--- config.mk ---
export PLATFORM = sky130hd
export DESIGN_NAME = regFile
export DESIGN_NICKNAME = d
export VERILOG_FILES = /design/src/common/cpuPkg.sv /design/src/regFile.sv
export SDC_FILE = /design/constraint.sdc
export NUM_CORES = 1
export LEC_CHECK = 0
export ABC_AREA = 0
export ABC_CLOCK_PERIOD_IN_PS = 3900
export BUFFER_PORTS_ARGS = -buffer_cell sky130_fd_sc_hd__buf_4
export CAP_MARGIN = 15
export CORE_MARGIN = 4
export CORE_UTILIZATION = 50
export CTS_BUF_LIST = sky130_fd_sc_hd__clkbuf_8
export DETAILED_ROUTE_END_ITERATION = 10
export GPL_TIMING_DRIVEN = 0
export PLACE_DENSITY_LB_ADDON = 0.2
export RECOVER_POWER = 50
export SYNTH_ARGS = -nofsm -noshare
export SYNTH_HDL_FRONTEND = slang
export SYNTH_SLANG_ARGS = --single-unit
--- constraint.sdc ---
create_clock -name CLK -period 3.9 [get_ports CLK]
set_input_delay 0.78 -clock CLK [delete_from_list [all_inputs] [get_ports CLK]]
set_output_delay 0.78 -clock CLK [all_outputs]
set_load 0.01 [all_outputs]
--- src/common/cpuPkg.sv ---
// shared widths, instruction fields and encodings for the accumulator core, imported by each block
package cpuPkg;

	localparam int dataWidth = 16; // default register and ALU width

	typedef logic [dataWidth-1:0] wordT;
	typedef logic [15:0] instrT; // major[15:12] rd/cond[11:8] rs[7:4] op[3:0]
	typedef logic [7:0] pcT; // 256 program words
	typedef logic [3:0] regAddrT;
	typedef logic [7:0] immT; // low byte of immediate and branch words

	typedef enum logic [3:0] {
		aluMove, aluClrC, aluSetC, aluClrZ, aluSetZ, aluClrS, aluSetS, aluAdd,
		aluSub, aluAsr, aluLsl, aluAnd, aluOr, aluXor, aluRol, aluRor
	} aluOpT;

	// values 4..15 decode as no-op
	typedef enum logic [3:0] {majAlu, majLdi, majBranch, majHalt} majorOpT;

	// anything above brNotZero is never taken
	typedef enum logic [3:0] {brAlways, brCarry, brZero, brSign, brNotZero} branchCondT;

	typedef enum logic [1:0] {IDLE, FETCH, EXEC, HALT} seqStateT;

	function automatic majorOpT getMajor(instrT i);
		return majorOpT'(i[15:12]);
	endfunction

	function automatic regAddrT getRd(instrT i);
		return i[11:8];
	endfunction

	function automatic branchCondT getCond(instrT i);
		return branchCondT'(i[11:8]); // shares the rd field
	endfunction

	function automatic regAddrT getRs(instrT i);
		return i[7:4];
	endfunction

	function automatic aluOpT getAluOp(instrT i);
		return aluOpT'(i[3:0]);
	endfunction

	function automatic immT getImm(instrT i);
		return i[7:0];
	endfunction

endpackage

--- src/regFile.sv ---
// sixteen general registers feeding the ALU, with the immediate byte muxed onto operand B
module regFile #(
	parameter int BITS = cpuPkg::dataWidth
) (
	input logic CLK,
	input logic RSTb,
	input cpuPkg::regAddrT rdAddr,
	input cpuPkg::regAddrT rsAddr,
	input logic useImm,
	input cpuPkg::immT imm,
	input logic regWrite,
	input logic [BITS-1:0] wrData,
	output logic [BITS-1:0] opA,
	output logic [BITS-1:0] opB
);
	import cpuPkg::*;

	localparam int numRegs = 2 ** $bits(regAddrT);

	logic [BITS-1:0] regs [numRegs];

	assign opA = regs[rdAddr]; // rd is also the first source
	assign opB = useImm ? BITS'(imm) : regs[rsAddr];

	always_ff @(posedge CLK) begin
		if (!RSTb) begin
			for (int i = 0; i < numRegs; i++) begin
				regs[i] <= '0;
			end
		end else if (regWrite) begin
			regs[rdAddr] <= wrData;
		end
	end

endmodule

After elaboration in Yosys (flattened, before gate mapping). Memories as Yosys holds them, arrays and structs flattened. Cells that the tools add are included. W data, S select, Z words.

Register bits: 0. Latch bits: 0. Memory bits (writable): 256. Memory bits (read-only): 0. Input bits: 36. Output and inout port bits: 32. Memories: 1.

Memory list: regs (words 16, width 16, rd ports 2, clocked after Yosys merged registers in 0, wr ports 16, RTL line regFile.sv:20) `logic [BITS-1:0] regs [numRegs];`.

Add/sub/neg operators: 0. Multipliers: 0. Divide/modulo/power cells: 0. Magnitude comparators: 0. Eq/ne operators: 0. Shift operators: 0. Mux-type cells: 8. Bitwise logic cells: 0. Reductions and logical operators: 1.

Operators by type and width (number): $mux W16 (2); $reduce_or A16 Y1 (1); $mux W1 (5); $mux W4 (1).

Depth between registers and ports, before layout.
Depth in word-level cells: 5. Gate-level depth with buffers: 7. Depth with buffers taken out: 4.

Worst setup path after synthesis. Ideal clock, no wire load.

Path type: input to register. Start: input port rdAddr[0]. End: memory regs[6][0] in the netlist's numbering (enable). Library setup time: 0.411 ns. Data arrival time: 2.663 ns. Required time: 3.489 ns. Path slack: 0.826 ns. Cell stages on the path: 4. Path buffers: 2. Cell sequence: buf_6 > buf_2 > nand4b_1 > o21ai_0.

RTL lines: start, declared (RTL line regFile.sv:7) `input cpuPkg::regAddrT rdAddr,`; end, declared (RTL line regFile.sv:20).

Worst setup path after layout.
Start: input port rsAddr[1]. End: output port opB[12].

Longest elaborated chain between the ends: 2.

RTL lines: start, declared (RTL line regFile.sv:8) `input cpuPkg::regAddrT rsAddr,`; $mem_v2 Z16 W16; $mux W16 (RTL line regFile.sv:23) `assign opB = useImm ? BITS'(imm) : regs[rsAddr];`; end, declared (RTL line regFile.sv:14) `output logic [BITS-1:0] opB`.

No other way between the ends.

==> qor.yml <==
p_switching_w: 0.001618
drc: 0
clk_pin_slew_ns: 0.05
final_hold_viol_count: 0
layout-drive-gt1-share: 0.2866
synth_nets: 907
syn_area_per_cell_um2: 15.80
regMostFlops: "regs"
failed_checks: "capacitance limit, slew limit"
antenna_cells: 0
placed_area_um2: 14750
tightest_slew_ns: 2.382
final-instance-count-excl-fill: 1353
start_util: 0.5092
hold_start: "wrData[12]"
fin_crit_sh: 0.9830
cts.sinks: 256
final_util: 0.5720
wl_um: 37950
coreArea_um2: 27030
path_cells: "buf_4, buf_2, buf_4, clkbuf_1, mux4_2, nand2_1, o211ai_1, buf_4"
internal_power_w: 0.004767
crit_top_cell: "buf_4"
grt_max_degree: 17
die_y_um: 173.9
first_pass_iters: 5
std_cell_rows: 60
via_per_inst: 6.265
yosys_warnings: 0
clock_path_buffers: 3
p_sw_frac: 0.2534
critPathKind: "input pin to primary output"
ys_seq_area_frac: 0.5586
slew_headroom: -0.6050
top_regs: "regs x256"
area_growth_pct: 12.34
wl_per_cell_um: 28.05
dp_slack_ns: -0.007994
io_pins: 68
setup_ws_ns: 0.06623
cts_buffers: 45
synth_cell_types: 34
p_leak_nw: 5.341
nNetsFinal: 1020
grt_pass1_vias: 8450
async_flop_share: 0
drt_iter0_drc: 1170
cts_max_level: 2
status: "complete, but fails checks"
post-cts-setup-buffers: 0
clk_root_buffer_cell: "clkbuf_8"
syn_area_um2: 13760
dp_hpwl_um: 29060
finalSetupViolCount: 0
rsz0062_at_grt: "false"
worstSetupStartpointType: "input pin"
place.gp.congestion: 0.9249
path_max_fanout: 10
portBuffers: 63
irDropWorstVdd_uv: 256.9
end_kind: "primary output"
seqCellArea_um2: 7687
pwr-share-seq: 0.516
vias: 8477
startpoint: "rsAddr[1]"
slew_violations: 51
grt_antenna_before_repair: 0
critPathMaxStageDelay_ns: 0.60
min_period_ns: 3.834
die_area_um2: 30240
cp.arrival_ns: 3.05
final_cell_mix: "edfxtp_1 (256), and2_1 (145), mux4_2 (132), and2_0 (113), buf_4 (68)"
layout_commonest_cell: "edfxtp_1"
synth-edff-count: 256
fill_cells: 2127
maxCapViolCount: 3
critPathRequiredTime_ns: 3.12
combPwrFrac: 0.133
largest_reg_flops: 256
fin_total_pwr_w: 0.006385
clkPwrFrac: 0.350
ys_ff_latch: 256
cts_tree: "built"
grt.overflow.total: 0
cp_slowest_cell: "clkbuf_1"
ys.flop_type: "edfxtp_1"
max_freq_mhz: 260.8
dp.cells: 1278
power_density_nw_per_um2: 413.0
grt_pass1_wl_um: 56430
grt_use_total: 0.2529
fp.dieW_um: 173.9
ant_nets: 0
hold_path.class: "input pin to flop"
synthCells: 871
multi_input_area_um2: 5648
fin_area_um2: 15460
==> metal layers <==
metal | part of all wire | up-vias | routed length [um] | global-route usage
met5 | 0 | - | 0 | 0
met4 | 0.016 | 0 | 600 | 0.05675
met3 | 0.12 | 35 | 4429 | 0.07547
met2 | 0.46 | 445 | 17290 | 0.3762
met1 | 0.41 | 4366 | 15630 | 0.3745
li1 | - | 3631 | - | -
==> worst paths after layout <==
path | depth (start not counted) | endpoint
worst min-delay path | 2 | regs[3][12]
worst max-delay path | 8 | opB[12]
==> area by class of cell <==
class,count,area share
plain buffers,80,0.02760
clock buffers,47,0.04185
clock inverters,28,0.008984
multi-input cells,535,0.3654
flip-flops and latches,256,0.4973
well taps,341,0.02760
repair buffers,66,0.03132
==> synth_stat cells, types with 4 or more instances <==
library cell / instances / area (um2)
a22oi_1: 10 / 75.07
a211oi_1: 10 / 75.07
nor2_1: 14 / 52.55
buf_2: 22 / 110.1
clkbuf_1: 38 / 142.6
mux4_2: 132 / 2973
o22ai_1: 8 / 50.05
a21o_1: 8 / 60.06
o211ai_1: 7 / 52.55
edfxtp_1: 256 / 7687
nor3_2: 4 / 40.04
buf_4: 6 / 45.04
o21ai_1: 4 / 20.02
mux2i_1: 27 / 270.3
buf_1: 8 / 30.03
and2_1: 258 / 1614
nand2_1: 7 / 26.28
nand3_1: 5 / 25.02
o21ai_0: 9 / 45.04
nand2b_1: 9 / 56.30
==> worst max-delay path: cells and delay by family <==
| family | cells | cell delay (ns) |
|---|---|---|
| buffers and inverters | 5 | 1.56 |
| and+or+nand+nor | 1 | 0.14 |
| muxes | 1 | 0.46 |
| AOI/OAI and AO/OA | 1 | 0.11 |
==> per-stage QoR <==
stage	setup TNS, ns	hold slack (ns)
2_1_floorplan	0	0.9782
3_3_place_gp	-35.34	1.112
3_5_place_dp	-0.01706	1.114
4_1_cts	0	0.5258
5_1_grt	0	0.5377
6_report	0	0.5512
==> cells by family after synthesis <==
family | synth area share
AOI/OAI and AO/OA | 0.03164
and+or+nand+nor | 0.1374
muxes | 0.2417
buffers and inverters | 0.03064
DFF | 0.5586
==> what timing repair did <==
action                     in CTS  in global routing
hold buffers                    0                  0
setup endpoints to repair       2                  0
resized for setup               2                  0
==> power groups by stage <==
stage / clock (W) / sequential (W) / combinational (W)
floorplan: 0 / 0.00329 / 0.000533
global placement: 0 / 0.00334 / 0.000832
detailed placement: 0 / 0.00334 / 0.000850
CTS: 0.00226 / 0.00329 / 0.000854
global route: 0.00240 / 0.00331 / 0.000897
finish: 0.00224 / 0.00330 / 0.000850
(Power assumes the default switching activity.)
