--- src/common/cpuPkg.sv ---
// shared widths, instruction fields and encodings for the accumulator core, imported by each block
package cpuPkg;

	localparam int dataWidth = 16; // default register and ALU width

	typedef logic [dataWidth-1:0] wordT;
	typedef logic [15:0] instrT; // major[15:12] rd/cond[11:8] rs[7:4] op[3:0]
	typedef logic [7:0] pcT; // 256 program words
	typedef logic [3:0] regAddrT;
	typedef logic [7:0] immT; // low byte of immediate and branch words

	typedef enum logic [3:0] {
		aluMove, aluClrC, aluSetC, aluClrZ, aluSetZ, aluClrS, aluSetS, aluAdd,
		aluSub, aluAsr, aluLsl, aluAnd, aluOr, aluXor, aluRol, aluRor
	} aluOpT;

	// values 4..15 decode as no-op
	typedef enum logic [3:0] {majAlu, majLdi, majBranch, majHalt} majorOpT;

	// anything above brNotZero is never taken
	typedef enum logic [3:0] {brAlways, brCarry, brZero, brSign, brNotZero} branchCondT;

	typedef enum logic [1:0] {IDLE, FETCH, EXEC, HALT} seqStateT;

	function automatic majorOpT getMajor(instrT i);
		return majorOpT'(i[15:12]);
	endfunction

	function automatic regAddrT getRd(instrT i);
		return i[11:8];
	endfunction

	function automatic branchCondT getCond(instrT i);
		return branchCondT'(i[11:8]); // shares the rd field
	endfunction

	function automatic regAddrT getRs(instrT i);
		return i[7:4];
	endfunction

	function automatic aluOpT getAluOp(instrT i);
		return aluOpT'(i[3:0]);
	endfunction

	function automatic immT getImm(instrT i);
		return i[7:0];
	endfunction

endpackage

--- src/sequencer.sv ---
// two-cycle fetch/execute FSM that decodes each word and steers the ALU, registers and pc
module sequencer (
	input logic CLK,
	input logic RSTb,
	input logic start,
	input cpuPkg::instrT instr,
	input logic C,
	input logic Z,
	input logic S,
	output cpuPkg::regAddrT rdAddr,
	output cpuPkg::regAddrT rsAddr,
	output logic useImm,
	output cpuPkg::immT imm,
	output cpuPkg::aluOpT aluOp,
	output logic aluEn,
	output logic regWrite,
	output logic pcClear,
	output logic pcInc,
	output logic pcLoad,
	output cpuPkg::pcT pcTarget,
	output logic wbStrobe,
	output logic halted,
	output logic running
);
	import cpuPkg::*;

	seqStateT state, stateNext;
	logic taken;

	// field slices, only acted on in EXEC
	assign rdAddr = getRd(instr);
	assign rsAddr = getRs(instr);
	assign imm = getImm(instr);
	assign pcTarget = pcT'(getImm(instr));

	assign running = (state == FETCH) || (state == EXEC);
	assign halted = (state == HALT);
	assign wbStrobe = regWrite; // one strobe per register write

	// flags still hold the previous instruction's result here
	always_comb begin
		case (getCond(instr))
			brAlways: taken = 1'b1;
			brCarry: taken = C;
			brZero: taken = Z;
			brSign: taken = S;
			brNotZero: taken = !Z;
			default: taken = 1'b0;
		endcase
	end

	always_comb begin
		stateNext = state;
		useImm = 1'b0;
		aluOp = aluMove;
		aluEn = 1'b0;
		regWrite = 1'b0;
		pcClear = 1'b0;
		pcInc = 1'b0;
		pcLoad = 1'b0;
		case (state)
			IDLE, HALT: begin
				if (start) begin
					pcClear = 1'b1;
					stateNext = FETCH;
				end
			end
			FETCH: stateNext = EXEC;
			EXEC: begin
				stateNext = FETCH;
				pcInc = 1'b1;
				case (getMajor(instr))
					majAlu: begin
						aluOp = getAluOp(instr);
						aluEn = 1'b1;
						regWrite = !(getAluOp(instr) inside {[aluClrC:aluSetS]}); // flag ops
					end
					majLdi: begin
						useImm = 1'b1; // move of the zero-extended byte
						aluEn = 1'b1;
						regWrite = 1'b1;
					end
					majBranch: begin
						if (taken) begin
							pcLoad = 1'b1;
							pcInc = 1'b0;
						end
					end
					majHalt: stateNext = HALT;
					default: ; // unused opcodes fall through
				endcase
			end
			default: stateNext = IDLE;
		endcase
	end

	always_ff @(posedge CLK) begin
		if (!RSTb) begin
			state <= IDLE;
		end else begin
			state <= stateNext;
		end
	end

	// an unloaded program word would steer the datapath with X
	instrKnownInExec: assert property (@(posedge CLK) disable iff (!RSTb)
		state == EXEC |-> !$isunknown(instr));

endmodule

--- config.mk ---
export PLATFORM = sky130hd
export DESIGN_NAME = sequencer
export DESIGN_NICKNAME = d
export VERILOG_FILES = /design/src/common/cpuPkg.sv /design/src/sequencer.sv
export SDC_FILE = /design/constraint.sdc
export NUM_CORES = 1
export LEC_CHECK = 0
export ABC_AREA = 1
export BUFFER_PORTS_ARGS = -buffer_cell sky130_fd_sc_hd__buf_2
export CAP_MARGIN = 20
export CORE_MARGIN = 1.5
export CORE_UTILIZATION = 33
export DETAILED_ROUTE_END_ITERATION = 8
export PLACE_DENSITY = 0.82
export SETUP_SLACK_MARGIN = 0.1
export SLEW_MARGIN = 10
export SYNTH_ARGS = -nofsm -noshare
export SYNTH_HDL_FRONTEND = slang
export SYNTH_SLANG_ARGS = --single-unit
export TNS_END_PERCENT = 50
--- constraint.sdc ---
create_clock -name CLK -period 1.7 [get_ports CLK]
set_input_delay 0.34 -clock CLK [delete_from_list [all_inputs] [get_ports CLK]]
set_output_delay 0.34 -clock CLK [all_outputs]
set_load 0.05 [all_outputs]
# After elaboration in Yosys (flattened, before gate mapping)
# Cells that the tools add are included.
[classes] magnitude_cmp=2 eq_ne=11 muxes=20 reduce_logical=9
[ops] op="4-bit by 2-bit equality test with 1-bit output (second input constant)" count=4
[ops] op="1-bit 2-to-1 mux" count=13
[ops] op="4-bit by 1-bit equality test with 1-bit output (second input constant)" count=2
[ops] op="4-bit logical NOT" count=2
[ops] op="4-bit 2-to-1 mux" count=2
[ops] op="2-bit case mux with 3 select lines" count=1
[ops] op="1-bit case mux with 5 select lines" count=1
[ops] op="2-bit equality test (second input constant)" count=2
[ops] op="4-bit by 3-bit equality test with 1-bit output (second input constant)" count=1
[ops] op="4-bit by 1-bit >= comparator with 1-bit output (second input constant)" count=1
[ops] op="4-bit by 3-bit <= comparator with 1-bit output (second input constant)" count=1
[ops] op="2-bit 2-to-1 mux" count=2
[ops] op="2-bit OR reduction" count=2
[ops] op="2-bit by 1-bit equality test with 1-bit output (second input constant)" count=1
[ops] op="1-bit logical NOT" count=2
[ops] op="2-bit logical NOT" count=1
[ops] op="2-bit != test (second input constant)" count=1
[ops] op="1-bit case mux with 2 select lines" count=1
[ops] op="1-bit logical AND" count=1
[ops] op="1-bit logical OR" count=1
[totals] out_inout_bits=37 ff_bits=2 input_bits=22 word_cells=43

# Logic depth before layout (Yosys ltp)
[logic_depth] word_depth=5 mapped_depth=8 depth_no_buf=8

# Worst setup path after synthesis
# No wires, ideal clock.
[synth_path] path_kind="reg2out" startpoint="register state[0]" endpoint="output wbStrobe" required_time_ps=1360 stages_incl_launch_ff=8 setup_slack_ps=-403 n_path_buf=1 arrival_time_ps=1763 path_cell_list="dfxtp_1 inv_1 ha_1 bufinv_8 nor2_4 o21ai_1 inv_1 buf_4"
[synth_between] elab_chain_len=2
[synth_rtl] element="start: declaration" line_no="sequencer.sv:27" rtl="seqStateT state, stateNext;"
[synth_rtl] element="start signal: assignment" line_no="sequencer.sv:101" rtl="state <= stateNext;"
[synth_rtl] element="2-bit equality test" line_no="sequencer.sv:61" rtl="case (state)"
[synth_rtl] element="1-bit 2-to-1 mux" line_no="sequencer.sv:61"
[synth_rtl] element="end: declaration" line_no="sequencer.sv:21" rtl="output logic wbStrobe,"
# Every way passes these cells.

# Worst setup path after layout
[layout_path] startpoint="register state[0]" endpoint="output aluOp[3]"
[layout_between] elab_chain_len=2
[layout_rtl] element="2-bit equality test" line_no="sequencer.sv:61"
[layout_rtl] element="4-bit 2-to-1 mux" line_no="sequencer.sv:61"
[layout_rtl] element="end: declaration" line_no="sequencer.sv:14" rtl="output cpuPkg::aluOpT aluOp,"
# Every way passes these cells.

==> impl_results.md <==
* Post-synthesis instance total at 83
* Sequence of cells on the critical path: inv_2 > ha_4 > inv_8 > nor2_4 > nand2_4 > nor2_4 > buf_6
* Synth area leader: buf_4
* CTS H-tree depth at 1
* Final core occ at 45.7%
* I/O pins at 59
* Sequential fraction of the synthesis area at 7.58%
* Biggest regs: state: 2 flops
* Rel. slew slack at 83.3%
* Final nets at 132
* Crit path capture type: output port
* Gr usage total at 13.6%
* Fin crit period at 1.64 ns
* Clk sinks at 2
* DRT iter0 DRCs at 3
* Cell Rows at 14
* Wirelength per Cell at 9.60 um
* # fillers at 155
* Pre-CTS setup slack at 0.112 ns
* Max Freq at 0.610 GHz
* Top cell family by delay on the critical path: simple AND/OR/NAND/NOR gates
* Crit path arrival time at 1.30 ns
* Global route overflow at 0
* CP Launch Type: flip-flop
* Lkg Pwr at 0.405 nW
* Total wire length at 1160 um
* Synth warn at 0
* Fraction of layout cells with a size suffix above 1 at 60.0%
* Max reg flops at 2
* Post-Syn Area per Cell at 6.36 um2
* Worst-Skew Late Latency at 0.23 ns
* Setup_tns at 0 ns
* CTS clk-pin slew, worst paths at 0.03 ns
* Worst-Margin Slew at 0.253 ns
* # DRC at 0
* Top-area cell type share of the netlist area at 35.5%
* Hold-fix buffers, CTS at 0
* Post-Syn Nets at 108
* Largest stage delay on the critical path at 0.31 ns
* Crit path max fanout at 4
* Status: completed
* Vias in the first global route at 490
* Req. time, crit path at 1.36 ns
* Main area contributors after synthesis: buf_4 36%, inv_1 9.2%, dfxtp_1 7.6%
* Syn-to-layout area delta at 30.3%
* CTS tree: yes
* Psw at 208 uW
* Sw frac at 50.5%
* Non-Filler Instances at 121
* Largest net degree at the start of global routing at 5
* Largest buffer count on any clock path at 2
* Final setup margin at 0.0612 ns
* Power Density at 598 nW/um2
* Gpl congestion at 0.610
* Antenna-violating nets left at 0
* Initial Util at 35.0%
* Antenna violations before repair at 0
* Largest reg by FF count: state
* DR vias/cell at 4.31
* Most frequent CP cell: nor2_4
* Die height at 43 um
* Slew Viols, Final at 0
* Total CTS buffers at 3
* RSZ-0062 raised after global routing: yes
* Yosys cell types at 17
* Hold crit path type: in2reg
* WP buf/inv at 3
* Share of total power in combinational logic at 58.8%
* Clock root buffer: clkbuf_4
* Max Cap Viol at 0
* Core Region at 1510 um2
* Vias at 521
* Seq cells post-synth at 2
* Power share of the clock group at 26.4%
* CP max stage cell: dfxtp_2
* Ant diodes at 0
* Worst Skew at 0.00102 ns
* Peak supply drop at 0.415 mV
* First-pass GRT wire length at 1920 um
* Setup CP Type: reg2out
* First drt pass iteration count at 4
* Internal power at 204 uW
* Finish-stage setup viols at 0
* Sequential share of power at 14.7%
* Die X at 43 um
* Synth Cell Area at 528 um2
* I/O Buffers at 42
* Cell count after placement at 116
* Final period utilization at 96.4%
* Final hold violation count at 0
* Dpl hpwl at 928 um
* Die ar. at 1850 um2
cell usage after synthesis (all sizes together):
master	count
a21oi	3
nand2	10
ha	3
bufinv	1
nor3	1
nand3	4
dfxtp	2
clkinv	1
buf	25
o21ai	4
inv	15
nor2	14
metrics by stage:
stage	hold WS (ns)	total power, mW	instance area [um2]
after global routing	0.345	0.441	688
final	0.329	0.412	688
after floorplan	0.442	0.327	544
after detailed placement	0.495	0.290	579
after CTS	0.321	0.419	664
after global placement	0.487	0.287	579
path summary, 6_finish.rpt:
kind / depth (start not counted) / startpoint / slack (ns) / end
setup / recovery: 7 / state[0] / 0.06 / aluOp[3]
hold / removal: 3 / RSTb / 0.33 / state[1]
setup reg to reg: 6 / state[0] / 0.60 / state[1]
hold reg to reg: 2 / state[1] / 0.51 / state[1]
placed cells by master (no fill, tap or decap):
cell	synthesis	routed
clkbuf_4	0	3
nand2_2	1	1
nor3_1	1	1
ha_4	0	1
buf_4	25	3
buf_6	0	5
inv_1	13	11
clkinv_1	1	1
nor2_2	4	1
nand2_1	8	8
nor2_1	8	8
dfxtp_4	0	1
ha_1	3	2
buf_8	0	2
inv_2	2	4
nand3_1	4	4
nor2_4	2	5
o21ai_1	4	4
dfxtp_2	0	1
inv_8	0	1
a21oi_1	3	3
buf_2	0	34
nand2_4	1	1
power by group through the flow:
stage	clock network (mW)	logic (mW)	registers, mW
6_report	0.109	0.242	0.0606
2_1_floorplan	0	0.266	0.0613
4_1_cts	0.117	0.242	0.0602
3_5_place_dp	0	0.228	0.0628
3_3_place_gp	0	0.224	0.0624
5_1_grt	0.117	0.262	0.0617
layer usage:
| metal | wire length, um | GRT usage, % | up-vias |
|---|---|---|---|
| met5 | 0 | 0 | - |
| met4 | 14 | 6.67 | 0 |
| met3 | 114 | 3.83 | 2 |
| met2 | 666 | 27.9 | 29 |
| met1 | 366 | 11.5 | 220 |
| li1 | - | - | 270 |
area by class of cell:
class                           count  area (um2)  area share [%]
Sequential cell                     2        45.0            6.55
Timing Repair Buffer               44         279            40.5
Inverter                           17        71.3            10.4
Clock buffer                        3        22.5            3.27
Multi-Input combinational cell     39         250            36.4
Tap cell                           16        20.0            2.91
logic make-up after synthesis:
family                     after synthesis  share of synthesized area, %
buffers and inverters                   42                          50.2
and+or+nand+nor                         29                          28.4
AOI/OAI and AO/OA                        7                          6.63
adders and majority gates                3                          7.11
DFF                                      2                          7.58
worst min-delay path, cell delays in order:
cell and delay, ns:
buf_2 0.10, inv_1 0.04, a21oi_1 0.03
repair_timing:
action                     4_1_cts  5_1_grt
gates resized for setup         14        9
setup endpoints to repair        6        9
pin swaps                        1        2
setup buffers                    2        0
No activity file was read; power rests on OpenSTA's default activity.
