**src/common/cpuPkg.sv**
```systemverilog
// shared widths, instruction fields and encodings for the accumulator core, imported by each block
package cpuPkg;

	localparam int dataWidth = 16; // default register and ALU width

	typedef logic [dataWidth-1:0] wordT;
	typedef logic [15:0] instrT; // major[15:12] rd/cond[11:8] rs[7:4] op[3:0]
	typedef logic [7:0] pcT; // 256 program words
	typedef logic [3:0] regAddrT;
	typedef logic [7:0] immT; // low byte of immediate and branch words

	typedef enum logic [3:0] {
		aluMove, aluClrC, aluSetC, aluClrZ, aluSetZ, aluClrS, aluSetS, aluAdd,
		aluSub, aluAsr, aluLsl, aluAnd, aluOr, aluXor, aluRol, aluRor
	} aluOpT;

	// values 4..15 decode as no-op
	typedef enum logic [3:0] {majAlu, majLdi, majBranch, majHalt} majorOpT;

	// anything above brNotZero is never taken
	typedef enum logic [3:0] {brAlways, brCarry, brZero, brSign, brNotZero} branchCondT;

	typedef enum logic [1:0] {IDLE, FETCH, EXEC, HALT} seqStateT;

	function automatic majorOpT getMajor(instrT i);
		return majorOpT'(i[15:12]);
	endfunction

	function automatic regAddrT getRd(instrT i);
		return i[11:8];
	endfunction

	function automatic branchCondT getCond(instrT i);
		return branchCondT'(i[11:8]); // shares the rd field
	endfunction

	function automatic regAddrT getRs(instrT i);
		return i[7:4];
	endfunction

	function automatic aluOpT getAluOp(instrT i);
		return aluOpT'(i[3:0]);
	endfunction

	function automatic immT getImm(instrT i);
		return i[7:0];
	endfunction

endpackage

```
**src/alu/alu.sv**
```systemverilog
// sixteen-operation ALU with registered carry, zero and sign flags, driven by the sequencer
module alu #(
	parameter int BITS = cpuPkg::dataWidth
) (
	input logic CLK,
	input logic RSTb,
	input logic [BITS-1:0] A, // destination register value
	input logic [BITS-1:0] B, // source register or immediate
	input cpuPkg::aluOpT aluOp,
	input logic aluEn, // flags only move when set
	output logic [BITS-1:0] aluOut,
	output logic C,
	output logic Z,
	output logic S
);
	import cpuPkg::*;

	logic cFlag, cNext;
	logic zFlag, zNext;
	logic sFlag, sNext;
	logic [BITS:0] addRes;
	logic [BITS:0] subRes;
	logic [BITS-1:0] andRes;
	logic [BITS-1:0] orRes;
	logic [BITS-1:0] xorRes;

	assign C = cFlag;
	assign Z = zFlag;
	assign S = sFlag;

	assign addRes = {1'b0, A} + {1'b0, B};
	assign subRes = {1'b0, A} - {1'b0, B}; // top bit is the borrow
	assign andRes = A & B;
	assign orRes = A | B;
	assign xorRes = A ^ B;

	always_comb begin
		cNext = cFlag; // flags hold unless the op touches them
		zNext = zFlag;
		sNext = sFlag;
		aluOut = '0;
		case (aluOp)
			aluMove: aluOut = B;
			aluClrC: cNext = 1'b0;
			aluSetC: cNext = 1'b1;
			aluClrZ: zNext = 1'b0;
			aluSetZ: zNext = 1'b1;
			aluClrS: sNext = 1'b0;
			aluSetS: sNext = 1'b1;
			aluAdd: begin
				aluOut = addRes[BITS-1:0];
				cNext = addRes[BITS];
				zNext = (addRes[BITS-1:0] == '0);
				sNext = addRes[BITS-1];
			end
			aluSub: begin
				aluOut = subRes[BITS-1:0];
				cNext = subRes[BITS];
				zNext = (subRes[BITS-1:0] == '0);
				sNext = subRes[BITS-1];
			end
			aluAsr: aluOut = {A[BITS-1], A[BITS-1:1]}; // sign kept
			aluLsl: aluOut = {A[BITS-2:0], 1'b0};
			aluAnd: begin
				aluOut = andRes;
				zNext = (andRes == '0);
			end
			aluOr: begin
				aluOut = orRes;
				zNext = (orRes == '0);
			end
			aluXor: begin
				aluOut = xorRes;
				zNext = (xorRes == '0);
			end
			aluRol: begin
				// rotate through carry
				aluOut = {A[BITS-2:0], cFlag};
				cNext = A[BITS-1];
			end
			aluRor: begin
				aluOut = {cFlag, A[BITS-1:1]};
				cNext = A[0];
			end
			default: aluOut = '0;
		endcase
	end

	always_ff @(posedge CLK) begin
		if (!RSTb) begin
			cFlag <= 1'b0;
			zFlag <= 1'b0;
			sFlag <= 1'b0;
		end else if (aluEn) begin
			cFlag <= cNext;
			zFlag <= zNext;
			sFlag <= sNext;
		end
	end

	// a half-decoded instruction would corrupt the flags
	aluOpKnown: assert property (@(posedge CLK) disable iff (!RSTb)
		aluEn |-> !$isunknown(aluOp));

endmodule

```
**config.mk**
```make
export PLATFORM = sky130hd
export DESIGN_NAME = alu
export DESIGN_NICKNAME = d
export VERILOG_FILES = /design/src/common/cpuPkg.sv /design/src/alu/alu.sv
export SDC_FILE = /design/constraint.sdc
export NUM_CORES = 1
export LEC_CHECK = 0
export ABC_AREA = 1
export BUFFER_PORTS_ARGS = -buffer_cell sky130_fd_sc_hd__buf_2
export CORE_ASPECT_RATIO = 1.2
export CORE_MARGIN = 5
export CORE_UTILIZATION = 54
export CTS_BUF_LIST = sky130_fd_sc_hd__clkbuf_8
export DETAILED_ROUTE_END_ITERATION = 12
export GPL_TIMING_DRIVEN = 0
export PLACE_DENSITY = 0.8
export SYNTH_ARGS = -nofsm -noshare
export SYNTH_HDL_FRONTEND = slang
export SYNTH_SLANG_ARGS = --single-unit
```
**constraint.sdc**
```tcl
create_clock -name CLK -period 2 [get_ports CLK]
set_input_delay 0.1 -clock CLK [delete_from_list [all_inputs] [get_ports CLK]]
set_output_delay 0.1 -clock CLK [all_outputs]
set_load 0.01 [all_outputs]
```
* After elaboration in Yosys (flattened, before gate mapping)
Cells that the tools add are included.
** Operators by class
- Add/sub/neg operators :: 2
- Equality and inequality tests :: 15
- Muxes and demuxes :: 4
- Bitwise logic cells :: 3
- Reductions and logical operators :: 12
** Operator list (count)
- $pmux W16 S10 :: 1
- $logic_not A16 Y1 :: 5
- $eq A4 B4 Y1 const B :: 8
- $add A16 B16 Y17 :: 1
- $sub A16 B16 Y17 :: 1
- $and A16 B16 Y16 :: 1
- $eq A4 B3 Y1 const B :: 4
- $or A16 B16 Y16 :: 1
- $xor A16 B16 Y16 :: 1
- $eq A4 B2 Y1 const B :: 2
- $pmux W1 S7 :: 1
- $reduce_bool A7 Y1 :: 1
- $pmux W1 S6 :: 1
- $reduce_and A2 Y1 :: 3
- $reduce_bool A6 Y1 :: 1
- $eq A4 B1 Y1 const B :: 1
- $logic_not A4 Y1 :: 1
- $pmux W1 S4 :: 1
- $reduce_bool A4 Y1 :: 1
** Storage, ports and cells
- Register bits :: 3
- Input bits :: 39
- Output and inout port bits :: 19
- Word-level logic and storage cells :: 39

* Depth between registers and ports, before layout
Gate-level depths: netlist of the first run.
- Depth after elaboration :: 3
- Mapped depth :: 18
- Mapped depth without buffers :: 18

* Worst setup path before layout of the first run
Ideal clock, no wire load.
- Path type :: in2reg
- Start :: input port A[0]
- End :: register zFlag (netlist: Z)
- Setup time :: 66 ps
- Arrival time :: 1807 ps
- Data required time :: 1934 ps
- Slack :: 127 ps
- Stages :: 12
- Buffers on the path :: 0
- Cell sequence :: ha_1 -> fa_1 -> or2_2 -> nor3_1 -> nand2_1 -> nor2_1 -> nand4_1 -> nor2_1 -> nand3_1 -> nand3_1 -> nand2_1 -> a21oi_2
** On the way
- Longest elaborated chain between the ends :: 3
- Elaborated cells on any way between the ends :: 11
- Those cells by class :: add/sub: 2; mux: 1; bitwise: 3; reduce/logical: 5
** Ends and longest elaborated chain
- start: declaration :: line alu.sv:7 : input logic [BITS-1:0] A,
- $sub A16 B16 Y17 (tied with other cells) :: line alu.sv:32 : assign subRes = {1'b0, A} - {1'b0, B};
- $logic_not A16 Y1, on equally long branches
- $pmux W1 S7 (*) :: line alu.sv:42 : case (aluOp)
- end signal: assignment :: line alu.sv:96 : zFlag <= zNext;
- end: declaration :: line alu.sv:19 : logic zFlag, zNext;
Mark *: on every way between the ends. The rest lies on a longest branch, timed or not.
A chain may end at the register's enable or synchronous reset.

* Final worst setup path of the first run
- Start :: input port A[7]
- End :: output port aluOut[14]
** On the way
- Longest elaborated chain between the ends :: 2
- Elaborated cells on any way between the ends :: 3
- Those cells by class :: add/sub: 2; mux: 1
** Ends and longest elaborated chain
- $sub A16 B16 Y17 or $add A16 B16 Y17 (tied branches) :: line alu.sv:32, alu.sv:31
- $pmux W16 S10 (*) :: line alu.sv:42
- end: declaration :: line alu.sv:11 : output logic [BITS-1:0] aluOut,
Marks and branches as above.

==> results of run 1 <==
==> layout by cell type, fill, tap and decap left out, types with 12 or more instances in the layout <==
master	synthesis	final
nand2_1	185	159
buf_2	10	54
nor2_1	69	55
nand3_2	0	12
buf_4	2	27
a21oi_2	5	15
ha_4	0	13
inv_1	108	86
a21oi_1	27	13
ha_1	48	34
nand2_2	1	23
inv_2	7	29
nand3_1	45	33
nand4_1	12	12
o22ai_1	23	23
==> per-layer routing <==
metal | vias to the layer above | routed length, µm | share of wire [%]
met5 | - | 0 | 0
met4 | 0 | 1100 | 7.6
met3 | 151 | 1720 | 12
met2 | 425 | 6490 | 45
met1 | 2193 | 5130 | 36
li1 | 2225 | - | -
==> power breakdown <==
group          internal (mW)  leakage [nW]  total (mW)  switching (mW)
Combinational          0.484          2.32        1.32           0.832
Clock                  0.131        0.0269       0.169          0.0382
Sequential            0.0628        0.0244      0.0647         0.00190
==> repair_timing <==
action / 4_1_cts / 5_1_grt
cloned: 0 / 2
setup endpoints to repair: 12 / 16
pin swaps: 14 / 43
buffers inserted: 9 / 10
resized for setup: 47 / 134
==> cells by family (layout without fill, tap and decap cells) <==
family                     after synthesis  after routing  synth area share [%]
xor gates and xnor gates                 5              5                  1.31
DFF                                      3              3                  1.80
and+or+nand+nor                        329            329                  40.7
AOI/OAI and AO/OA                      107            107                  21.2
adders and majority gates               50             50                  19.2
buffers and inverters                  133            213                  15.8
==> worst reg2reg max path, cell delays in order (launching register included) <==
cell	delay [ns]
dfxtp_1	0.31
nor2_1	0.10
nor2_1	0.05
o21ai_1	0.08
inv_1	0.05
==> worst max path at each step <==
stage	startpoint	endpoint	slack, ns
floorplan	A[0]	Z	0.13
global placement	A[0]	Z	-0.47
detailed placement	A[0]	Z	-0.42
CTS	A[2]	aluOut[15]	-0.003
global route	A[7]	aluOut[14]	-0.16
finish	A[7]	aluOut[14]	-0.03
==> cells in the mapped netlist, types with 4 or more instances <==
cell       instances
o21ai_0           11
nor2_1            69
o2111ai_1          5
nand4_1           12
buf_2             10
o22ai_1           23
xor2_1             4
ha_1              48
a21oi_1           27
inv_1            108
nand2_1          185
nor2_2             4
nor4_1             5
nand3_1           45
o211ai_1           9
nor3_1             6
a21oi_2            5
a2111oi_0          9
a221oi_1           6
inv_2              7
==> through the flow <==
| stage | instances | setup slack (ns) | TNS (ns) | power (mW) | area (µm²) |
|---|---|---|---|---|---|
| 2_1_floorplan | 627 | 0.127 | 0 | 0.734 | 3340 |
| 3_3_place_gp | 766 | -0.469 | -1.65 | 1.02 | 3730 |
| 3_5_place_dp | 766 | -0.418 | -1.85 | 1.04 | 3730 |
| 4_1_cts | 779 | -0.00257 | -0.00257 | 1.30 | 4020 |
| 5_1_grt | 789 | -0.163 | -0.611 | 1.66 | 4540 |
| 6_report | 789 | -0.0328 | -0.0505 | 1.55 | 4540 |
==> state kept, by name (all words and copies together) (netlist names) <==
name,count
Z,1
C,1
S,1
==> cell type report <==
cell class                      instances  area [µm²]
Multi-Input combinational cell        491        3310
Clock buffer                            3        41.3
Buffer                                 13         101
Timing Repair Buffer                   78         463
Fill cell                             488        1480
Tap cell                               82         103
Sequential cell                         3        60.1
Clock inverter                          1        3.75
Inverter                              118         454
==> flow_summary.json, run 1 <==
{
  "cts_root_buffer": "clkbuf_8",
  "final_hold_viol_count": 0,
  "arrival_ns": 1.93,
  "drt_pass1_iterations": 8,
  "period_share_pct": 102,
  "status": "finished, violations left",
  "holdWs_ns": 0.141,
  "use_met3_pct": 4.68,
  "ys_types": 38,
  "setup_viol": 3,
  "syn-num-nets": 716,
  "grtUsageMet2_pct": 55.6,
  "critPathKind": "input port to primary output",
  "cts_buffers": 3,
  "synth_area_um2": 3340,
  "ys_top_cells_by_area": "nand2_1 21%, ha_1 18%, inv_1 12%",
  "cp-start-kind": "input port",
  "grt_pass1_wl_um": 20900,
  "chipWidth_um": 81.8,
  "path_common_cell": "nand2_1",
  "hold_depth": 3,
  "ant_nets": 0,
  "cp.depth": 13,
  "yosys_register_bits": 3,
  "worstPathMaxFanout": 7,
  "numClockSinks": 3,
  "clk_latency_ns": 0.21,
  "finClkSkew_ns": 0,
  "drive_above_1_share_pct": 32.2,
  "met1_usage_pct": 41.7,
  "cp_slowest_stage_delay_ns": 0.29,
  "r2r_slack_ns": 1.30,
  "synthCells": 627,
  "grt_pass1_vias": 4558,
  "die-area_um2": 7860,
  "h-tree-depth": 1,
  "dieHeight_um": 96.1,
  "ir_worst_vdd_mv": 0.354,
  "hold_buffers": 0,
  "synth_area_per_cell_um2": 5.32,
  "num_vias": 4994,
  "fin_ws_ns": -0.0328,
  "synth_edf_count": 0,
  "initialDrtViolationCount": 708,
  "yosys.area.top_type": "nand2_1",
  "maxCapViolations": 0,
  "core_um2": 6010,
  "cp-end-kind": "primary output",
  "tightest_slew_ns": 0.557,
  "cts_tree": "built",
  "synthArstFlopShare_pct": 0,
  "yosysSeqAreaShare_pct": 1.80,
  "cp_num_buf_inv": 4,
  "hpwlAfterDp_um": 10400,
  "holdCritStartpoint": "aluEn",
  "crit_chain": "buf_2 > inv_1 > ha_4 > inv_2 > nand2_1 > nor2_1 > nand3_2 > nand3_2 > nand2_1 > nand2_1 > nand2_1 > o211ai_1 > buf_2",
  "numPortBuffers": 57,
  "powerDensity_nw_per_um2": 342,
  "rr_worst_depth": 4,
  "wl_per_cell_um": 18.3,
  "yosysTopAreaCellShare_pct": 20.8,
  "track_usage_pct": 33.7,
  "nets": 797,
  "yosysWarnings": 0,
  "p_leak_nw": 2.37,
  "viasPerCell": 6.33,
  "syn2layout_area_growth_pct": 35.9,
  "slowest_stage": "ha_4",
  "rsz0062_at_grt": "true",
  "slew_headroom_pct": 62.9,
  "grt_antenna_before_repair": 0,
  "clk_path_buf_depth": 2,
  "hp-class": "input port to register",
  "final_max_slew_viol_count": 0,
  "drcViolationCount": 0,
  "synth_flop_cell": "dfxtp_1",
  "grt.overflow.total": 0,
  "timing.rr.end": "S",
  "top_usage_layer": "met2",
  "initial_core_util_pct": 55.5,
  "violations": "negative setup slack",
  "wl_um": 14400,
  "row_count": 31,
  "critPathTopFamily": "simple AND/OR/NAND/NOR gates",
  "fmax_mhz": 492,
  "ios": 58,
  "period_needed_ns": 2.03,
  "fin_util_pct": 75.5,
  "num_antenna_cells": 0,
  "grt_max_degree": 11,
  "worstPathRequired_ns": 1.90,
  "gp_congestion": 1.06,
  "worstHoldEndpoint": "C",
  "reg2reg_from": "S",
  "cts.clk_slew.worst_paths_ns": 0.03
}
No activity file was read; power rests on OpenSTA's default activity.
==> run 2, diff against run 1 <==
--- a/config.mk
+++ b/config.mk
@@ -15,4 +15,5 @@
 export GPL_TIMING_DRIVEN = 0
 export PLACE_DENSITY = 0.8
+export RECOVER_POWER = 50
 export SYNTH_ARGS = -nofsm -noshare
 export SYNTH_HDL_FRONTEND = slang
==> constraint.sdc (replaced) <==
create_clock -name CLK -period 2 [get_ports CLK]
set_input_delay 0.4 -clock CLK [delete_from_list [all_inputs] [get_ports CLK]]
set_output_delay 0.4 -clock CLK [all_outputs]
set_load 0.01 [all_outputs]
==> run 2 against run 1 <==
- the run now fails in 5_1_grt
- synthesized cell count is the same
- synthesized area is the same
==> flow_summary.json, run 2 <==
{
  "status": "aborted with a tool error",
  "lastStage": "5_1_grt",
  "stop_error": "[ERROR GRT-0232] Routing congestion too high. Check the congestion heatmap in the GUI.",
  "yosys.area.top_type": "nand2_1",
  "clk_path_buf_depth": 2,
  "ys_types": 38,
  "ios": 58,
  "track_usage_pct": 71.4,
  "synth_edf_count": 0,
  "numPortBuffers": 57,
  "crit_endpoint": "aluOut[15]",
  "placed_cell_area_um2": 3970,
  "grt_max_degree": 11,
  "chipWidth_um": 81.8,
  "synth.most_common_cell": "nand2_1",
  "synth_area_per_cell_um2": 5.32,
  "syn-num-nets": 716,
  "cts_root_buffer": "clkbuf_8",
  "synthCells": 627,
  "worst_path_end_type": "output port",
  "grt.overflow.total": 65,
  "row_count": 31,
  "yosysTopAreaCellShare_pct": 20.8,
  "dieHeight_um": 96.1,
  "gp_congestion": 1.02,
  "h-tree-depth": 1,
  "synthArstFlopShare_pct": 0,
  "initial_core_util_pct": 55.5,
  "numClockSinks": 3,
  "hpwlAfterDp_um": 11100,
  "hold_buffers": 0,
  "yosys_register_bits": 3,
  "synth_common_cells": "185 x nand2_1, 108 x inv_1, 69 x nor2_1",
  "synth_area_um2": 3340,
  "ys_top_cells_by_area": "nand2_1 21%, ha_1 18%, inv_1 12%",
  "yosysWarnings": 0,
  "synth_flop_cell": "dfxtp_1",
  "yosysSeqAreaShare_pct": 1.80,
  "cts_buffers": 3
}
[run 2: repair_timing]
action,4_1_cts
setup endpoints to repair,19
gates cloned,2
setup buffers,53
resized for setup,261
pin swaps,81
[run 2: stage by stage]
step / std cells / worst slack, ns / utilization (%)
after CTS: 820 / -0.386 / 87.5
after global placement: 766 / -0.814 / 66.0
after detailed placement: 766 / -0.835 / 66.0
after floorplan: 627 / -0.106 / -
[run 2: metal layers]
| metal | GRT overflow | global-route usage, % |
|---|---|---|
| met2 | 39 | 89.2 |
| met5 | 0 | 17.1 |
| met3 | 1 | 55.3 |
| met1 | 0 | 69.6 |
| met4 | 25 | 73.8 |
[run 2: logic make-up after synthesis]
family                   count (synthesis)  share of synthesized area (%)
flip-flops                               3                           1.80
AND/OR/NAND/NOR                        329                           40.7
buffers and inverters                  133                           15.8
AO/OA/AOI/OAI                          107                           21.2
adder cells (fa/ha/maj)                 50                           19.2
XOR/XNOR                                 5                           1.31
==> run 3, diff against run 2 <==
Settings changed: CORE_ASPECT_RATIO 1.2 to not set, CORE_UTILIZATION 54 to 40, CTS_BUF_LIST sky130_fd_sc_hd__clkbuf_8 to not set, PLACE_DENSITY 0.8 to not set, PLACE_DENSITY_LB_ADDON set to 0.15.
Clock period 2 ns to 2.6 ns, I/O delays scaled along.
==> run 3 against run 2 <==
- the flow now finishes, with violations (negative setup slack)
==> flow_summary.json, run 3 (synthesis results as in run 1) <==
{
  "final_cell_mix": "114 x nand2_1, 72 x inv_1, 57 x nand2_2",
  "tns_ns": -0.496,
  "grt_antenna_before_repair": 0,
  "clk_latency_ns": 0.22,
  "chipWidth_um": 101,
  "initial_core_util_pct": 40.8,
  "p_leak_nw": 2.66,
  "final_hold_viol_count": 0,
  "row_count": 33,
  "dieHeight_um": 101,
  "crit_chain": "buf_2 > inv_1 > nor2_1 > nand2_1 > buf_4 > inv_1 > a2111oi_0 > nand2_1 > buf_2",
  "cp_num_buf_inv": 5,
  "grt_pass1_wl_um": 24100,
  "cp.depth": 9,
  "grt_pass1_vias": 4865,
  "die-area_um2": 10300,
  "fmax_mhz": 368,
  "rsz0062_at_grt": "true",
  "rr_worst_depth": 2,
  "critPathTopFamily": "buffers and inverters",
  "syn2layout_area_growth_pct": 62.9,
  "h-tree-depth": 1,
  "report.power.total_mw": 1.45,
  "n_fill_cell": 714,
  "cts_root_buffer": "clkbuf_8",
  "critPathKind": "input port to primary output",
  "cp-end-kind": "primary output",
  "tightest_slew_ns": 0.456,
  "hold_depth": 2,
  "numClockSinks": 3,
  "core_um2": 8180,
  "finClkSkew_ns": 0,
  "maxCapViolations": 0,
  "fin_util_pct": 66.5,
  "cp_slowest_stage_delay_ns": 0.48,
  "viasPerCell": 5.90,
  "num_antenna_cells": 0,
  "arrival_ns": 2.19,
  "wl_per_cell_um": 19.6,
  "grt.overflow.total": 0,
  "grt_max_degree": 11,
  "clk_path_buf_depth": 2,
  "cts.clk_slew.worst_paths_ns": 0.03,
  "violations": "negative setup slack",
  "num_vias": 4960,
  "slew_headroom_pct": 68.8,
  "drt_pass1_iterations": 5,
  "worstPathRequired_ns": 2.08,
  "ir_worst_vdd_mv": 0.318,
  "cp-start-kind": "input port",
  "final_max_slew_viol_count": 0,
  "ant_nets": 0,
  "hold_buffers": 0,
  "nets": 826,
  "drcViolationCount": 0,
  "ios": 58,
  "initialDrtViolationCount": 459,
  "fin_ws_ns": -0.114,
  "cts_tree": "built",
  "drive_above_1_share_pct": 46.1,
  "powerDensity_nw_per_um2": 267,
  "period_share_pct": 104,
  "hp-class": "register to register",
  "setup_viol": 10,
  "period_needed_ns": 2.71,
  "cts_buffers": 3,
  "track_usage_pct": 29.9,
  "worstPathMaxFanout": 10,
  "numPortBuffers": 57,
  "slowest_stage": "a2111oi_0",
  "gp_congestion": 1.00,
  "wl_um": 16500,
  "final_common_cell": "nand2_1",
  "hpwlAfterDp_um": 11400,
  "status": "finished, violations left"
}
==> run 3: worst min-delay path, stage by stage, from the launching register on <==
cell and delay, ns:
dfxtp_1 0.30, nand2_1 0.08, a21oi_2 0.05
==> run 3: final timing paths <==
kind	startpoint	end	slack (ns)
worst max register to register	C	C	1.89
worst min-delay path	Z	Z	0.48
worst min register to register	Z	Z	0.48
worst max-delay path	aluOp[1]	aluOut[15]	-0.11
==> run 3: stage by stage <==
step | std cells | hold slack [ns] | setup slack (ns) | cell area [µm²]
after CTS | 835 | 0.478 | -0.0998 | 5030
after detailed placement | 789 | 0.473 | -0.532 | 3750
after global placement | 789 | 0.461 | -0.553 | 3750
after floorplan | 627 | 0.499 | 0.110 | 3340
after global routing | 841 | 0.510 | -0.151 | 5440
final | 841 | 0.481 | -0.114 | 5440
==> run 3: layer usage <==
layer	vias up	track usage, %	wire [µm]
met1	2267	37.7	6340
met2	335	48.7	7580
met3	73	6.20	1760
met5	-	0	0
met4	0	13.8	770
li1	2285	-	-
==> run 3: report_power, final <==
group          switching (mW)  total [mW]  internal [mW]
Combinational           0.752        1.26          0.510
Clock                  0.0332       0.138          0.105
Sequential            0.00144      0.0497         0.0483
==> run 3: what timing repair did <==
item / in CTS / in global routing
endpoints found under the setup margin: 17 / 15
resized for setup: 262 / 107
cloned: 0 / 0
pin swaps: 64 / 54
buffers inserted: 42 / 11
==> run 3: cell type report <==
cell class	instances	area (µm²)	area share (%)
repair buffers	108	842	15.5
multi-input cells	491	3710	68.2
flip-flops and latches	3	60.1	1.10
plain buffers	12	130	2.39
inverters	118	518	9.53
clock buffers	4	45.0	0.828
well taps	105	131	2.42
==> run 4, diff against run 3 <==
Settings changed: REMOVE_ABC_BUFFERS set to 1.
==> run 4 against run 3 <==
- the flow still finishes with violations (negative setup slack)
- die area did not move
- hold slack got worse by 0.022 ns
- combinational power fell by 3%
- via count fell by 1.5%
- sequential power barely moved
- core utilization fell by 2.9 points
==> flow_summary.json, run 4 (synthesis results as in run 1) <==
{
  "num_antenna_cells": 0,
  "num_vias": 4886,
  "crit_chain": "buf_6 > inv_4 > ha_4 > inv_4 > nand2_2 > nand2_2 > a21oi_4 > nand2_4 > nand2_2 > nand2_2 > nand2_2 > a21oi_2 > a21o_1 > inv_1 > nand2_1 > buf_2",
  "period_share_pct": 104,
  "dieHeight_um": 101,
  "cts_buffers": 3,
  "viasPerCell": 5.82,
  "fin_ws_ns": -0.114,
  "slew_headroom_pct": 72.3,
  "placed_cell_area_um2": 3670,
  "arrival_ns": 2.19,
  "slowest_stage": "ha_4",
  "nets": 825,
  "final_hold_viol_count": 0,
  "initialDrtViolationCount": 412,
  "ios": 58,
  "wl_um": 15600,
  "cts.clk_slew.worst_paths_ns": 0.03,
  "clk_latency_ns": 0.22,
  "grt.overflow.total": 0,
  "powerDensity_nw_per_um2": 270,
  "grt_pass1_vias": 4676,
  "cp_slowest_stage_delay_ns": 0.32,
  "grt_pass1_wl_um": 23300,
  "finClkSkew_ns": 0,
  "numClockSinks": 3,
  "final_max_slew_viol_count": 0,
  "gp_congestion": 0.970,
  "track_usage_pct": 28.3,
  "h-tree-depth": 1,
  "fmax_mhz": 368,
  "core_um2": 8180,
  "drive_above_1_share_pct": 43.0,
  "maxCapViolations": 0,
  "cts_tree": "built",
  "final_common_cell": "nand2_1",
  "n_fill_cell": 788,
  "cp_num_buf_inv": 5,
  "clk_path_buf_depth": 2,
  "final_cell_mix": "122 x nand2_1, 74 x inv_1, 64 x buf_4",
  "critPathTopFamily": "simple AND/OR/NAND/NOR gates",
  "ir_worst_vdd_mv": 0.277,
  "worstPathRequired_ns": 2.08,
  "register_area_um2": 60.1,
  "hp-class": "register to register",
  "hpwlAfterDp_um": 10800,
  "path_common_cell": "nand2_2",
  "p_leak_nw": 2.59,
  "ant_nets": 0,
  "multi_input_area_um2": 3600,
  "critPathKind": "input port to primary output",
  "rsz0062_at_grt": "true",
  "grt_max_degree": 16,
  "tightest_slew_ns": 0.406,
  "drcViolationCount": 0,
  "hold_buffers": 0,
  "syn2layout_area_growth_pct": 55.7,
  "period_needed_ns": 2.71,
  "row_count": 33,
  "status": "finished, violations left",
  "drt_pass1_iterations": 5,
  "dpl.cell_count": 774,
  "setup_viol": 12,
  "violations": "negative setup slack",
  "grt_antenna_before_repair": 0,
  "tns_ns": -0.649,
  "chipWidth_um": 101,
  "numPortBuffers": 57,
  "cp-end-kind": "primary output",
  "holdWs_ns": 0.459,
  "cts_root_buffer": "clkbuf_8",
  "die-area_um2": 10300,
  "instances_no_fill": 840,
  "wl_per_cell_um": 18.6,
  "worstPathMaxFanout": 7,
  "final_area_um2": 5200,
  "initial_core_util_pct": 40.8,
  "cp-start-kind": "input port"
}
run 4: what timing repair did:
item                                    CTS  global route
setup buffers                            49            14
gates resized for setup                 175           120
endpoints found under the setup margin   16            18
pin swaps                                48            64
run 4: final timing paths:
check | cells past startpoint | from | to | slack, ns
worst min register to register | 2 | Z | Z | 0.46
worst max register to register | 4 | S | S | 1.90
worst max-delay path | 16 | B[4] | aluOut[15] | -0.11
worst min-delay path | 2 | Z | Z | 0.46
run 4: per-stage QoR:
stage,power (mW),utilization (%),setup slack [ns]
final,1.40,63.6,-0.114
after global routing,1.50,63.6,-0.188
after CTS,1.20,57.7,-0.0869
after detailed placement,0.795,44.9,-0.543
after global placement,0.791,44.9,-0.511
after floorplan,0.553,-,0.105
run 4: tightest hold or removal path: cells and delay by family, from the launching register on:
kind | cells | cell delay [ns]
compound gates | 1 | 0.04
flops | 1 | 0.29
simple gates | 1 | 0.07
run 4: per-layer routing:
layer	up-vias	wire length, µm	global-route usage (%)	share of wire, %
li1	2283	-	-	-
met1	2250	6150	36.7	39
met2	293	7390	48.6	47
met3	60	1540	4.20	9.9
met4	0	497	8.28	3.2
met5	-	0	0	0
run 4: area by class of cell:
| class | instances | area share (%) |
|---|---|---|
| Multi-Input combinational cell | 491 | 69.4 |
| Timing Repair Buffer | 119 | 16.4 |
| Inverter | 118 | 9.68 |
| Tap cell | 105 | 2.53 |
| Sequential cell | 3 | 1.16 |
| Clock buffer | 4 | 0.867 |
run 4: power by group:
group / switching, mW / leakage (nW) / internal [mW]
Clock: 0.0314 / 0.0228 / 0.105
Combinational: 0.719 / 2.55 / 0.497
Sequential: 0.00133 / 0.0244 / 0.0483
